[config.mk]
export PLATFORM = sky130hd
export DESIGN_NAME = centroid_report
export DESIGN_NICKNAME = d
export VERILOG_FILES = /design/src/centroid_report_pkg.sv /design/src/centroid_report.sv /design/src/char_sender.sv /design/src/edge_detect.sv /design/src/hex_ascii_conv.sv /design/src/report_sequencer.sv
export SDC_FILE = /design/constraint.sdc
export NUM_CORES = 1
export LEC_CHECK = 0
export BUFFER_PORTS_ARGS = -buffer_cell sky130_fd_sc_hd__clkbuf_2
export CORE_MARGIN = 2
export CORE_UTILIZATION = 55
export CTS_CLUSTER_SIZE = 12
export DETAILED_ROUTE_END_ITERATION = 6
export HOLD_SLACK_MARGIN = 0.03
export PLACE_DENSITY = 0.81
export SLEW_MARGIN = 20
export SYNTH_ARGS = -nofsm -noshare
export SYNTH_HDL_FRONTEND = slang
export SYNTH_HIERARCHICAL = 1
export SYNTH_SLANG_ARGS = --single-unit
[constraint.sdc]
create_clock -name CLK -period 3.91 [get_ports CLK]
set_input_delay 0.391 -clock CLK [delete_from_list [all_inputs] [get_ports CLK]]
set_output_delay 0.391 -clock CLK [all_outputs]
set_load 0.1 [all_outputs]
[src/centroid_report_pkg.sv]
// Character type, ASCII constants, default sum widths and FSM state types
package centroid_report_pkg;

    // ------------------------------------------------------------------
    // Transmitter character bus
    // ------------------------------------------------------------------

    localparam int CHAR_W = 8;

    typedef logic [CHAR_W-1:0] char_t;

    // Value on data between strobes
    localparam char_t IDLE_CHAR = 8'hFF;

    // Line terminator
    localparam char_t LF_CHAR = 8'h0A;

    // Base characters for hex digits
    localparam char_t ZERO_CHAR    = 8'h30;
    localparam char_t UPPER_A_CHAR = 8'h41;

    // ------------------------------------------------------------------
    // Sum widths and field counting
    // ------------------------------------------------------------------

    // Bits per hex digit
    localparam int NIBBLE_W = 4;

    localparam int DEF_SUM_S_W  = 20;
    localparam int DEF_SUM_XY_W = 28;

    // Characters still to send in the current field
    typedef logic [3:0] digit_cnt_t;

    // ------------------------------------------------------------------
    // State machines
    // ------------------------------------------------------------------

    // Field order of one report line
    typedef enum logic [2:0] {
        SEQ_IDLE,
        SEQ_S,
        SEQ_SX,
        SEQ_SY,
        SEQ_LF,
        SEQ_DONE
    } seq_state_t;

    // Per-character handshake with the transmitter
    typedef enum logic [1:0] {
        SEND_IDLE,
        SEND_LOAD,
        SEND_STROBE,
        SEND_WAIT
    } send_state_t;

endpackage

[src/centroid_report.sv]
// Top level with trigger edge detection, hex converters and report sequencer
module centroid_report #(
    parameter int SUM_S_W  = centroid_report_pkg::DEF_SUM_S_W,
    parameter int SUM_XY_W = centroid_report_pkg::DEF_SUM_XY_W
) (
    input  logic                       CLK,
    input  logic                       RST_N,
    input  logic [SUM_S_W-1:0]         sum_s,
    input  logic [SUM_XY_W-1:0]        sum_sx,
    input  logic [SUM_XY_W-1:0]        sum_sy,
    input  logic                       trig,
    input  logic                       tx_busy,
    output logic                       busy,
    output logic                       de,
    output centroid_report_pkg::char_t data
);

    logic                  start;
    logic [SUM_S_W*2-1:0]  text_s;
    logic [SUM_XY_W*2-1:0] text_sx;
    logic [SUM_XY_W*2-1:0] text_sy;

    // Trigger rise starts one report
    edge_detect u_trig_edge (
        .CLK   (CLK),
        .RST_N (RST_N),
        .level (trig),
        .rise  (start),
        .fall  ()
    );

    // ------------------------------------------------------------------
    // Free-running hex converters
    // ------------------------------------------------------------------

    hex_ascii_conv #(.WIDTH(SUM_S_W)) u_conv_s (
        .CLK   (CLK),
        .RST_N (RST_N),
        .value (sum_s),
        .text  (text_s)
    );

    hex_ascii_conv #(.WIDTH(SUM_XY_W)) u_conv_sx (
        .CLK   (CLK),
        .RST_N (RST_N),
        .value (sum_sx),
        .text  (text_sx)
    );

    hex_ascii_conv #(.WIDTH(SUM_XY_W)) u_conv_sy (
        .CLK   (CLK),
        .RST_N (RST_N),
        .value (sum_sy),
        .text  (text_sy)
    );

    report_sequencer #(
        .SUM_S_W  (SUM_S_W),
        .SUM_XY_W (SUM_XY_W)
    ) u_seq (
        .CLK     (CLK),
        .RST_N   (RST_N),
        .start   (start),
        .text_s  (text_s),
        .text_sx (text_sx),
        .text_sy (text_sy),
        .tx_busy (tx_busy),
        .busy    (busy),
        .de      (de),
        .data    (data)
    );

endmodule

[src/char_sender.sv]
// Field shifter that sends one character per transmitter handshake
module char_sender #(
    parameter int MAX_CHARS = 7
) (
    input  logic                                             CLK,
    input  logic                                             RST_N,
    input  logic                                             field_load,
    input  logic [MAX_CHARS*centroid_report_pkg::CHAR_W-1:0] field_text,
    input  centroid_report_pkg::digit_cnt_t                  field_len,
    input  logic                                             tx_busy,
    output logic                                             field_done,
    output logic                                             de,
    output centroid_report_pkg::char_t                       data
);

    import centroid_report_pkg::*;

    localparam int HOLD_W = MAX_CHARS * CHAR_W;

    send_state_t       state;
    logic [HOLD_W-1:0] hold;
    digit_cnt_t        remain;
    logic              busy_rise;
    logic              busy_fall;
    logic              take_char;

    edge_detect u_busy_edge (
        .CLK   (CLK),
        .RST_N (RST_N),
        .level (tx_busy),
        .rise  (busy_rise),
        .fall  (busy_fall)
    );

    // Next character leaves the hold register
    assign take_char = (state == SEND_LOAD) ||
                       (state == SEND_WAIT && busy_fall && remain != '0);

    // ------------------------------------------------------------------
    // Handshake FSM
    // ------------------------------------------------------------------

    always_ff @(posedge CLK or negedge RST_N) begin
        if (!RST_N) begin
            state      <= SEND_IDLE;
            remain     <= '0;
            field_done <= 1'b0;
            de         <= 1'b0;
            data       <= IDLE_CHAR;
        end else begin
            field_done <= 1'b0;
            case (state)
                SEND_IDLE: begin
                    if (field_load) begin
                        remain <= field_len;
                        state  <= SEND_LOAD;
                    end
                end
                SEND_LOAD: begin
                    state <= SEND_STROBE;
                end
                SEND_STROBE: begin
                    // Transmitter took the character
                    if (busy_rise) begin
                        de    <= 1'b0;
                        state <= SEND_WAIT;
                    end
                end
                SEND_WAIT: begin
                    if (busy_fall) begin
                        if (remain == '0) begin
                            field_done <= 1'b1;
                            data       <= IDLE_CHAR;
                            state      <= SEND_IDLE;
                        end else begin
                            state <= SEND_STROBE;
                        end
                    end
                end
                default: begin
                    de    <= 1'b0;
                    state <= SEND_IDLE;
                end
            endcase

            if (take_char) begin
                de     <= 1'b1;
                data   <= hold[HOLD_W-1 -: CHAR_W];
                remain <= remain - 1'b1;
            end
        end
    end

    // Hold register, first character at the top
    always_ff @(posedge CLK) begin
        if (state == SEND_IDLE && field_load) begin
            hold <= field_text;
        end else if (take_char) begin
            hold <= hold << CHAR_W;
        end
    end

    a_load_only_when_quiet: assert property (
        @(posedge CLK) disable iff (!RST_N) field_load |-> !de
    );

    a_data_held_through_strobe: assert property (
        @(posedge CLK) disable iff (!RST_N) $past(de) |-> $stable(data)
    );

endmodule

[src/edge_detect.sv]
// Registered rising and falling edge detector for a level input
module edge_detect (
    input  logic CLK,
    input  logic RST_N,
    input  logic level,
    output logic rise,
    output logic fall
);

    logic level_q1;
    logic level_q2;

    // Sample stage, then one cycle of history
    always_ff @(posedge CLK or negedge RST_N) begin
        if (!RST_N) begin
            level_q1 <= 1'b0;
            level_q2 <= 1'b0;
        end else begin
            level_q1 <= level;
            level_q2 <= level_q1;
        end
    end

    // Registered edge pulses, one cycle wide
    always_ff @(posedge CLK or negedge RST_N) begin
        if (!RST_N) begin
            rise <= 1'b0;
            fall <= 1'b0;
        end else begin
            rise <= level_q1 & ~level_q2;
            fall <= ~level_q1 & level_q2;
        end
    end

    // Rise pulse comes two samples after the input went high
    a_rise_follows_level: assert property (
        @(posedge CLK) disable iff (!RST_N) rise |-> $past(level, 2)
    );

endmodule

[src/hex_ascii_conv.sv]
// Registered conversion of a binary value into upper-case hex ASCII digits
module hex_ascii_conv #(
    parameter int WIDTH = 28
) (
    input  logic               CLK,
    input  logic               RST_N,
    input  logic [WIDTH-1:0]   value,
    output logic [WIDTH*2-1:0] text
);

    import centroid_report_pkg::*;

    localparam int DIGITS = WIDTH / NIBBLE_W;

    // ------------------------------------------------------------------
    // Nibble to character
    // ------------------------------------------------------------------

    function automatic char_t to_ascii(input logic [NIBBLE_W-1:0] nib);
        char_t c;
        if (nib < NIBBLE_W'(10)) begin
            c = ZERO_CHAR + char_t'(nib);
        end else begin
            c = UPPER_A_CHAR + char_t'(nib - NIBBLE_W'(10));
        end
        return c;
    endfunction

    // ------------------------------------------------------------------
    // Output register
    // ------------------------------------------------------------------

    // Digit i comes from nibble i, so the top character is the MSD
    always_ff @(posedge CLK or negedge RST_N) begin
        if (!RST_N) begin
            text <= {DIGITS{ZERO_CHAR}};
        end else begin
            for (int i = 0; i < DIGITS; i++) begin
                text[i*CHAR_W +: CHAR_W] <= to_ascii(value[i*NIBBLE_W +: NIBBLE_W]);
            end
        end
    end

endmodule

[src/report_sequencer.sv]
// Report field order FSM, snapshot of converted sums and report busy flag
module report_sequencer #(
    parameter int SUM_S_W  = centroid_report_pkg::DEF_SUM_S_W,
    parameter int SUM_XY_W = centroid_report_pkg::DEF_SUM_XY_W
) (
    input  logic                       CLK,
    input  logic                       RST_N,
    input  logic                       start,
    input  logic [SUM_S_W*2-1:0]       text_s,
    input  logic [SUM_XY_W*2-1:0]      text_sx,
    input  logic [SUM_XY_W*2-1:0]      text_sy,
    input  logic                       tx_busy,
    output logic                       busy,
    output logic                       de,
    output centroid_report_pkg::char_t data
);

    import centroid_report_pkg::*;

    localparam int MAX_CHARS = SUM_XY_W / NIBBLE_W;
    localparam int TEXT_W    = MAX_CHARS * CHAR_W;

    // Left alignment of the short S field and the LF character
    localparam int S_SHIFT  = TEXT_W - SUM_S_W * 2;
    localparam int LF_SHIFT = TEXT_W - CHAR_W;

    localparam digit_cnt_t S_LEN  = digit_cnt_t'(SUM_S_W / NIBBLE_W);
    localparam digit_cnt_t XY_LEN = digit_cnt_t'(MAX_CHARS);
    localparam digit_cnt_t LF_LEN = digit_cnt_t'(1);

    seq_state_t        state;
    logic              launch;
    logic [TEXT_W-1:0] snap_sx;
    logic [TEXT_W-1:0] snap_sy;
    logic [TEXT_W-1:0] field_text;
    digit_cnt_t        field_len;
    logic              field_load;
    logic              field_done;

    // A new line only starts while no report is in flight
    assign launch = start && (state == SEQ_IDLE || state == SEQ_DONE);

    // ------------------------------------------------------------------
    // Field order
    // ------------------------------------------------------------------

    always_ff @(posedge CLK or negedge RST_N) begin
        if (!RST_N) begin
            state      <= SEQ_IDLE;
            busy       <= 1'b0;
            field_load <= 1'b0;
        end else begin
            field_load <= 1'b0;
            case (state)
                SEQ_IDLE, SEQ_DONE: begin
                    if (launch) begin
                        busy       <= 1'b1;
                        field_load <= 1'b1;
                        state      <= SEQ_S;
                    end else begin
                        state <= SEQ_IDLE;
                    end
                end
                SEQ_S: begin
                    if (field_done) begin
                        field_load <= 1'b1;
                        state      <= SEQ_SX;
                    end
                end
                SEQ_SX: begin
                    if (field_done) begin
                        field_load <= 1'b1;
                        state      <= SEQ_SY;
                    end
                end
                SEQ_SY: begin
                    if (field_done) begin
                        field_load <= 1'b1;
                        state      <= SEQ_LF;
                    end
                end
                SEQ_LF: begin
                    if (field_done) begin
                        busy  <= 1'b0;
                        state <= SEQ_DONE;
                    end
                end
                default: begin
                    busy  <= 1'b0;
                    state <= SEQ_IDLE;
                end
            endcase
        end
    end

    // ------------------------------------------------------------------
    // Snapshot and field select
    // ------------------------------------------------------------------

    always_ff @(posedge CLK) begin
        if (launch) begin
            snap_sx    <= text_sx;
            snap_sy    <= text_sy;
            field_text <= TEXT_W'(text_s) << S_SHIFT;
            field_len  <= S_LEN;
        end else if (field_done) begin
            case (state)
                SEQ_S: begin
                    field_text <= snap_sx;
                    field_len  <= XY_LEN;
                end
                SEQ_SX: begin
                    field_text <= snap_sy;
                    field_len  <= XY_LEN;
                end
                SEQ_SY: begin
                    field_text <= TEXT_W'(LF_CHAR) << LF_SHIFT;
                    field_len  <= LF_LEN;
                end
                default: begin
                end
            endcase
        end
    end

    char_sender #(
        .MAX_CHARS (MAX_CHARS)
    ) u_sender (
        .CLK        (CLK),
        .RST_N      (RST_N),
        .field_load (field_load),
        .field_text (field_text),
        .field_len  (field_len),
        .tx_busy    (tx_busy),
        .field_done (field_done),
        .de         (de),
        .data       (data)
    );

    a_strobe_inside_report: assert property (
        @(posedge CLK) disable iff (!RST_N) de |-> busy
    );

endmodule

==> parameters.txt <==
Parameter                              Value

Route
  First DRT Iteration DRCs ... 677
  Mean number of vias per cell ... 5.52
  Wire length reported by the detailed router ... 30000 µm
  Number of nets with antenna violations after routing ... 0
  Routed len/inst ... 16.7 µm
  Total number of vias ... 9882
  DR pass1 iterations ... 5
  DRC violations left ... 0

Cells and area
  Final std cells w/o fill ... 1791
  Area growth, synth to finish ... 10.6%
  Share of cells above drive strength 1 ... 0.201
  Total of fill cells in the finished design ... 2177
  Final-stage net count ... 1524
  Diodes inserted ... 0

Timing
  Setup repair after global routing missed its margin ... no
  Relative slew margins ... 0.289
  Final worst slack ... 1.12 ns
  Setup Viol. Count Final ... 0
  Fin Clk Skew ... 0.0145 ns
  Final Max Tran Viols ... 0
  Total count of hold-check failures in the final report ... 0
  Fin crit share ... 0.714
  Post-Route Hold Slack ... 0.111 ns
  Fin Setup TNS ... 0 ns
  Max Clock Freq ... 358 MHz
  Transition at the pin with the smallest max-transition slack ... 1.07 ns
  Minimum clock period after layout ... 2.79 ns

Place
  Placed wire-length estimate after detailed placement ... 19700 µm
  Routability congestion estimate ... 0.768
  Pre-CTS worst setup slack ... 1.18 ns
  IO Port Bufs ... 89
  # placed instances ... 1719

Floorplan
  # rows ... 64
  Core region area ... 30500 µm²
  Height of the die ... 180 µm
  Initial core utilization ... 0.557
  Top-Level Pins ... 90
  Width of the die ... 180 µm
  Die footprint ... 32300 µm²

Pwr
  Maximum VDD drop ... 307 µV
  Static Leakage ... 0.00733 µW
  Internal power ... 7650 µW
  Total net switching power ... 3080 µW
  Total power after layout ... 10700 µW
  Switching fraction of total power ... 0.287
  Total power divided by cell area ... 570 nW/µm²
  Clock network power share ... 0.317
  Register share of total power ... 0.497
  Logic pwr share ... 0.186

Clock tree
  Max H-tree Level ... 2
  Number of clock buffers inserted by TritonCTS ... 39
  Clock-pin slew reported for the worst setup and hold paths after clock tree synthesis ... 0.06 ns
  Number of buffers inserted by post-CTS setup repair ... 0
  Total of hold buffers inserted after clock tree synthesis ... 3
  Source-to-sink clock delay at the later pin of the worst-skew pair ... 0.52 ns
  TritonCTS Sinks ... 387
  Clock tree from TritonCTS ... built
  Maximum root-to-sink buffer count ... 3
  Root buffer cell ... sky130_fd_sc_hd__clkbuf_16
  Count of instances resized after the clock tree is built ... 0

Critical path
  Most frequent cell on the critical path ... sky130_fd_sc_hd__buf_4
  Critical path launch point type ... register
  Slowest cell on the critical path ... sky130_fd_sc_hd__dfrtp_2
  CP Class ... reg -> reg
  Arrival time at the worst endpoint ... 2.98 ns
  Largest fanout on the critical path ... 54
  Data required time of the worst path ... 4.09 ns
  Critical path's top delay family ... flip-flops
  CP cell instances ... xnor2_4, buf_4, a2bb2oi_2, buf_4, inv_1, buf_4
  Number of buffer and inverter stages on the critical path ... 4
  Largest stage delay, worst path ... 1.07 ns
  CP Capture Type ... register

Global route
  Global-route usage over all layers ... 0.187
  Via count of the first global-routing pass ... 10100
  Global-route wire length before repair ... 49500 µm
  Residual overflow from global routing ... 0
  Number of antenna violations at the first check in global routing ... 0
  Maximum number of pins on one net before global-route repair ... 86

Min path
  Type of the tightest min-delay check ... in -> reg

Yosys
  Avg Cell Area, Syn ... 13.1 µm²
  Post-synthesis instance area ... 17000 µm²
  Warning count from the yosys run ... 6
  Post-synthesis cell count ... 1297

Run status
  Status ... finished, final reports clean

Run
  Max-capacitance violation count ... 0
## per-stage QoR
| step | util | area, µm² |
|---|---|---|
| 3_5_place_dp | 0.578 | 17600 |
| 4_1_cts | 0.617 | 18800 |
| 5_1_grt | 0.617 | 18800 |
| 3_3_place_gp | 0.578 | 17600 |
| 6_report | 0.617 | 18800 |
| 2_1_floorplan | - | 17100 |
## state kept, by name (all words and copies together), names as in the netlist, 2 cells and up
register / flops
u_seq/u_sender/remain: 4
u_seq/u_sender/data: 8
u_seq/snap_sx: 56
u_conv_sy/text: 49
u_seq/state: 3
u_seq/field_text: 56
u_seq/field_len: 2
u_conv_s/text: 35
u_seq/u_sender/state: 2
u_seq/snap_sy: 56
u_seq/u_sender/hold: 56
u_conv_sx/text: 49
## cell type report
| class | instances | area, µm² | share of cell area |
|---|---|---|---|
| multi-input cells | 768 | 5600 | 0.298 |
| clock buffers | 64 | 1100 | 0.0585 |
| well taps | 396 | 495 | 0.0263 |
| repair buffers | 107 | 632 | 0.0336 |
| inverters | 64 | 240 | 0.0128 |
| flip-flops and latches | 387 | 10700 | 0.568 |
| clock inverters | 5 | 53.8 | 0.00286 |
## path summary, 6_finish.rpt
check,from,to,slack [ns],cells past startpoint
max,u_seq/state[0],u_seq/field_text[17],1.12,6
min,sum_sy[8],u_conv_sy/text[16],0.11,2
max reg2reg,u_seq/state[0],u_seq/field_text[17],1.12,6
min reg2reg,u_trig_edge/level_q1,u_trig_edge/level_q2,0.37,0
max in group asynchronous,RST_N,u_conv_sx/text[53],2.51,3
min in group asynchronous,RST_N,u_conv_sx/text[19],0.48,2
## worst register-to-register path, stage by stage (launching register included)
cell	delay [ns]
sky130_fd_sc_hd__dfrtp_2	1.07
sky130_fd_sc_hd__xnor2_4	0.19
sky130_fd_sc_hd__buf_4	0.43
sky130_fd_sc_hd__a2bb2oi_2	0.14
sky130_fd_sc_hd__buf_4	0.23
sky130_fd_sc_hd__inv_1	0.10
sky130_fd_sc_hd__buf_4	0.30
## power groups by stage
| stage | registers (µW) | clock network [µW] | logic [µW] |
|---|---|---|---|
| floorplan | 5520 | 0 | 1340 |
| global placement | 5380 | 0 | 1890 |
| detailed placement | 5400 | 0 | 1970 |
| CTS | 5330 | 3480 | 1990 |
| global route | 5390 | 3640 | 2170 |
| finish | 5330 | 3410 | 2000 |
## metal layers
layer	global-route usage	vias up	share of wire
met5	0	-	0
met4	0.0650	0	0.024
met3	0.0326	64	0.048
met2	0.328	254	0.50
met1	0.236	4828	0.42
li1	-	4736	-
## cells in the final DEF, fill, tap and decap left out, types with 4 or more instances in the layout
cell type	n
sky130_fd_sc_hd__edfxtp_1	208
sky130_fd_sc_hd__nand2_1	120
sky130_fd_sc_hd__dfrtp_1	114
sky130_fd_sc_hd__clkbuf_2	88
sky130_fd_sc_hd__ha_1	77
sky130_fd_sc_hd__inv_1	63
sky130_fd_sc_hd__nand3_1	60
sky130_fd_sc_hd__a21oi_1	60
sky130_fd_sc_hd__xor2_1	58
sky130_fd_sc_hd__mux2_2	50
sky130_fd_sc_hd__dfstp_2	46
sky130_fd_sc_hd__o21ai_0	42
sky130_fd_sc_hd__clkbuf_16	39
sky130_fd_sc_hd__nor4bb_1	38
sky130_fd_sc_hd__o31ai_1	38
sky130_fd_sc_hd__nor2_1	30
sky130_fd_sc_hd__clkbuf_1	22
sky130_fd_sc_hd__conb_1	22
sky130_fd_sc_hd__nand3b_1	20
sky130_fd_sc_hd__a21boi_0	20
sky130_fd_sc_hd__o21ai_2	19
sky130_fd_sc_hd__xnor2_1	19
sky130_fd_sc_hd__dfxtp_1	18
sky130_fd_sc_hd__a22oi_1	17
sky130_fd_sc_hd__o2bb2ai_1	16
sky130_fd_sc_hd__buf_4	12
sky130_fd_sc_hd__o22a_1	9
sky130_fd_sc_hd__and2_1	8
sky130_fd_sc_hd__nor3b_1	5
sky130_fd_sc_hd__nor2b_1	4
sky130_fd_sc_hd__mux2i_1	4
Power figures use the tool's default switching activity.
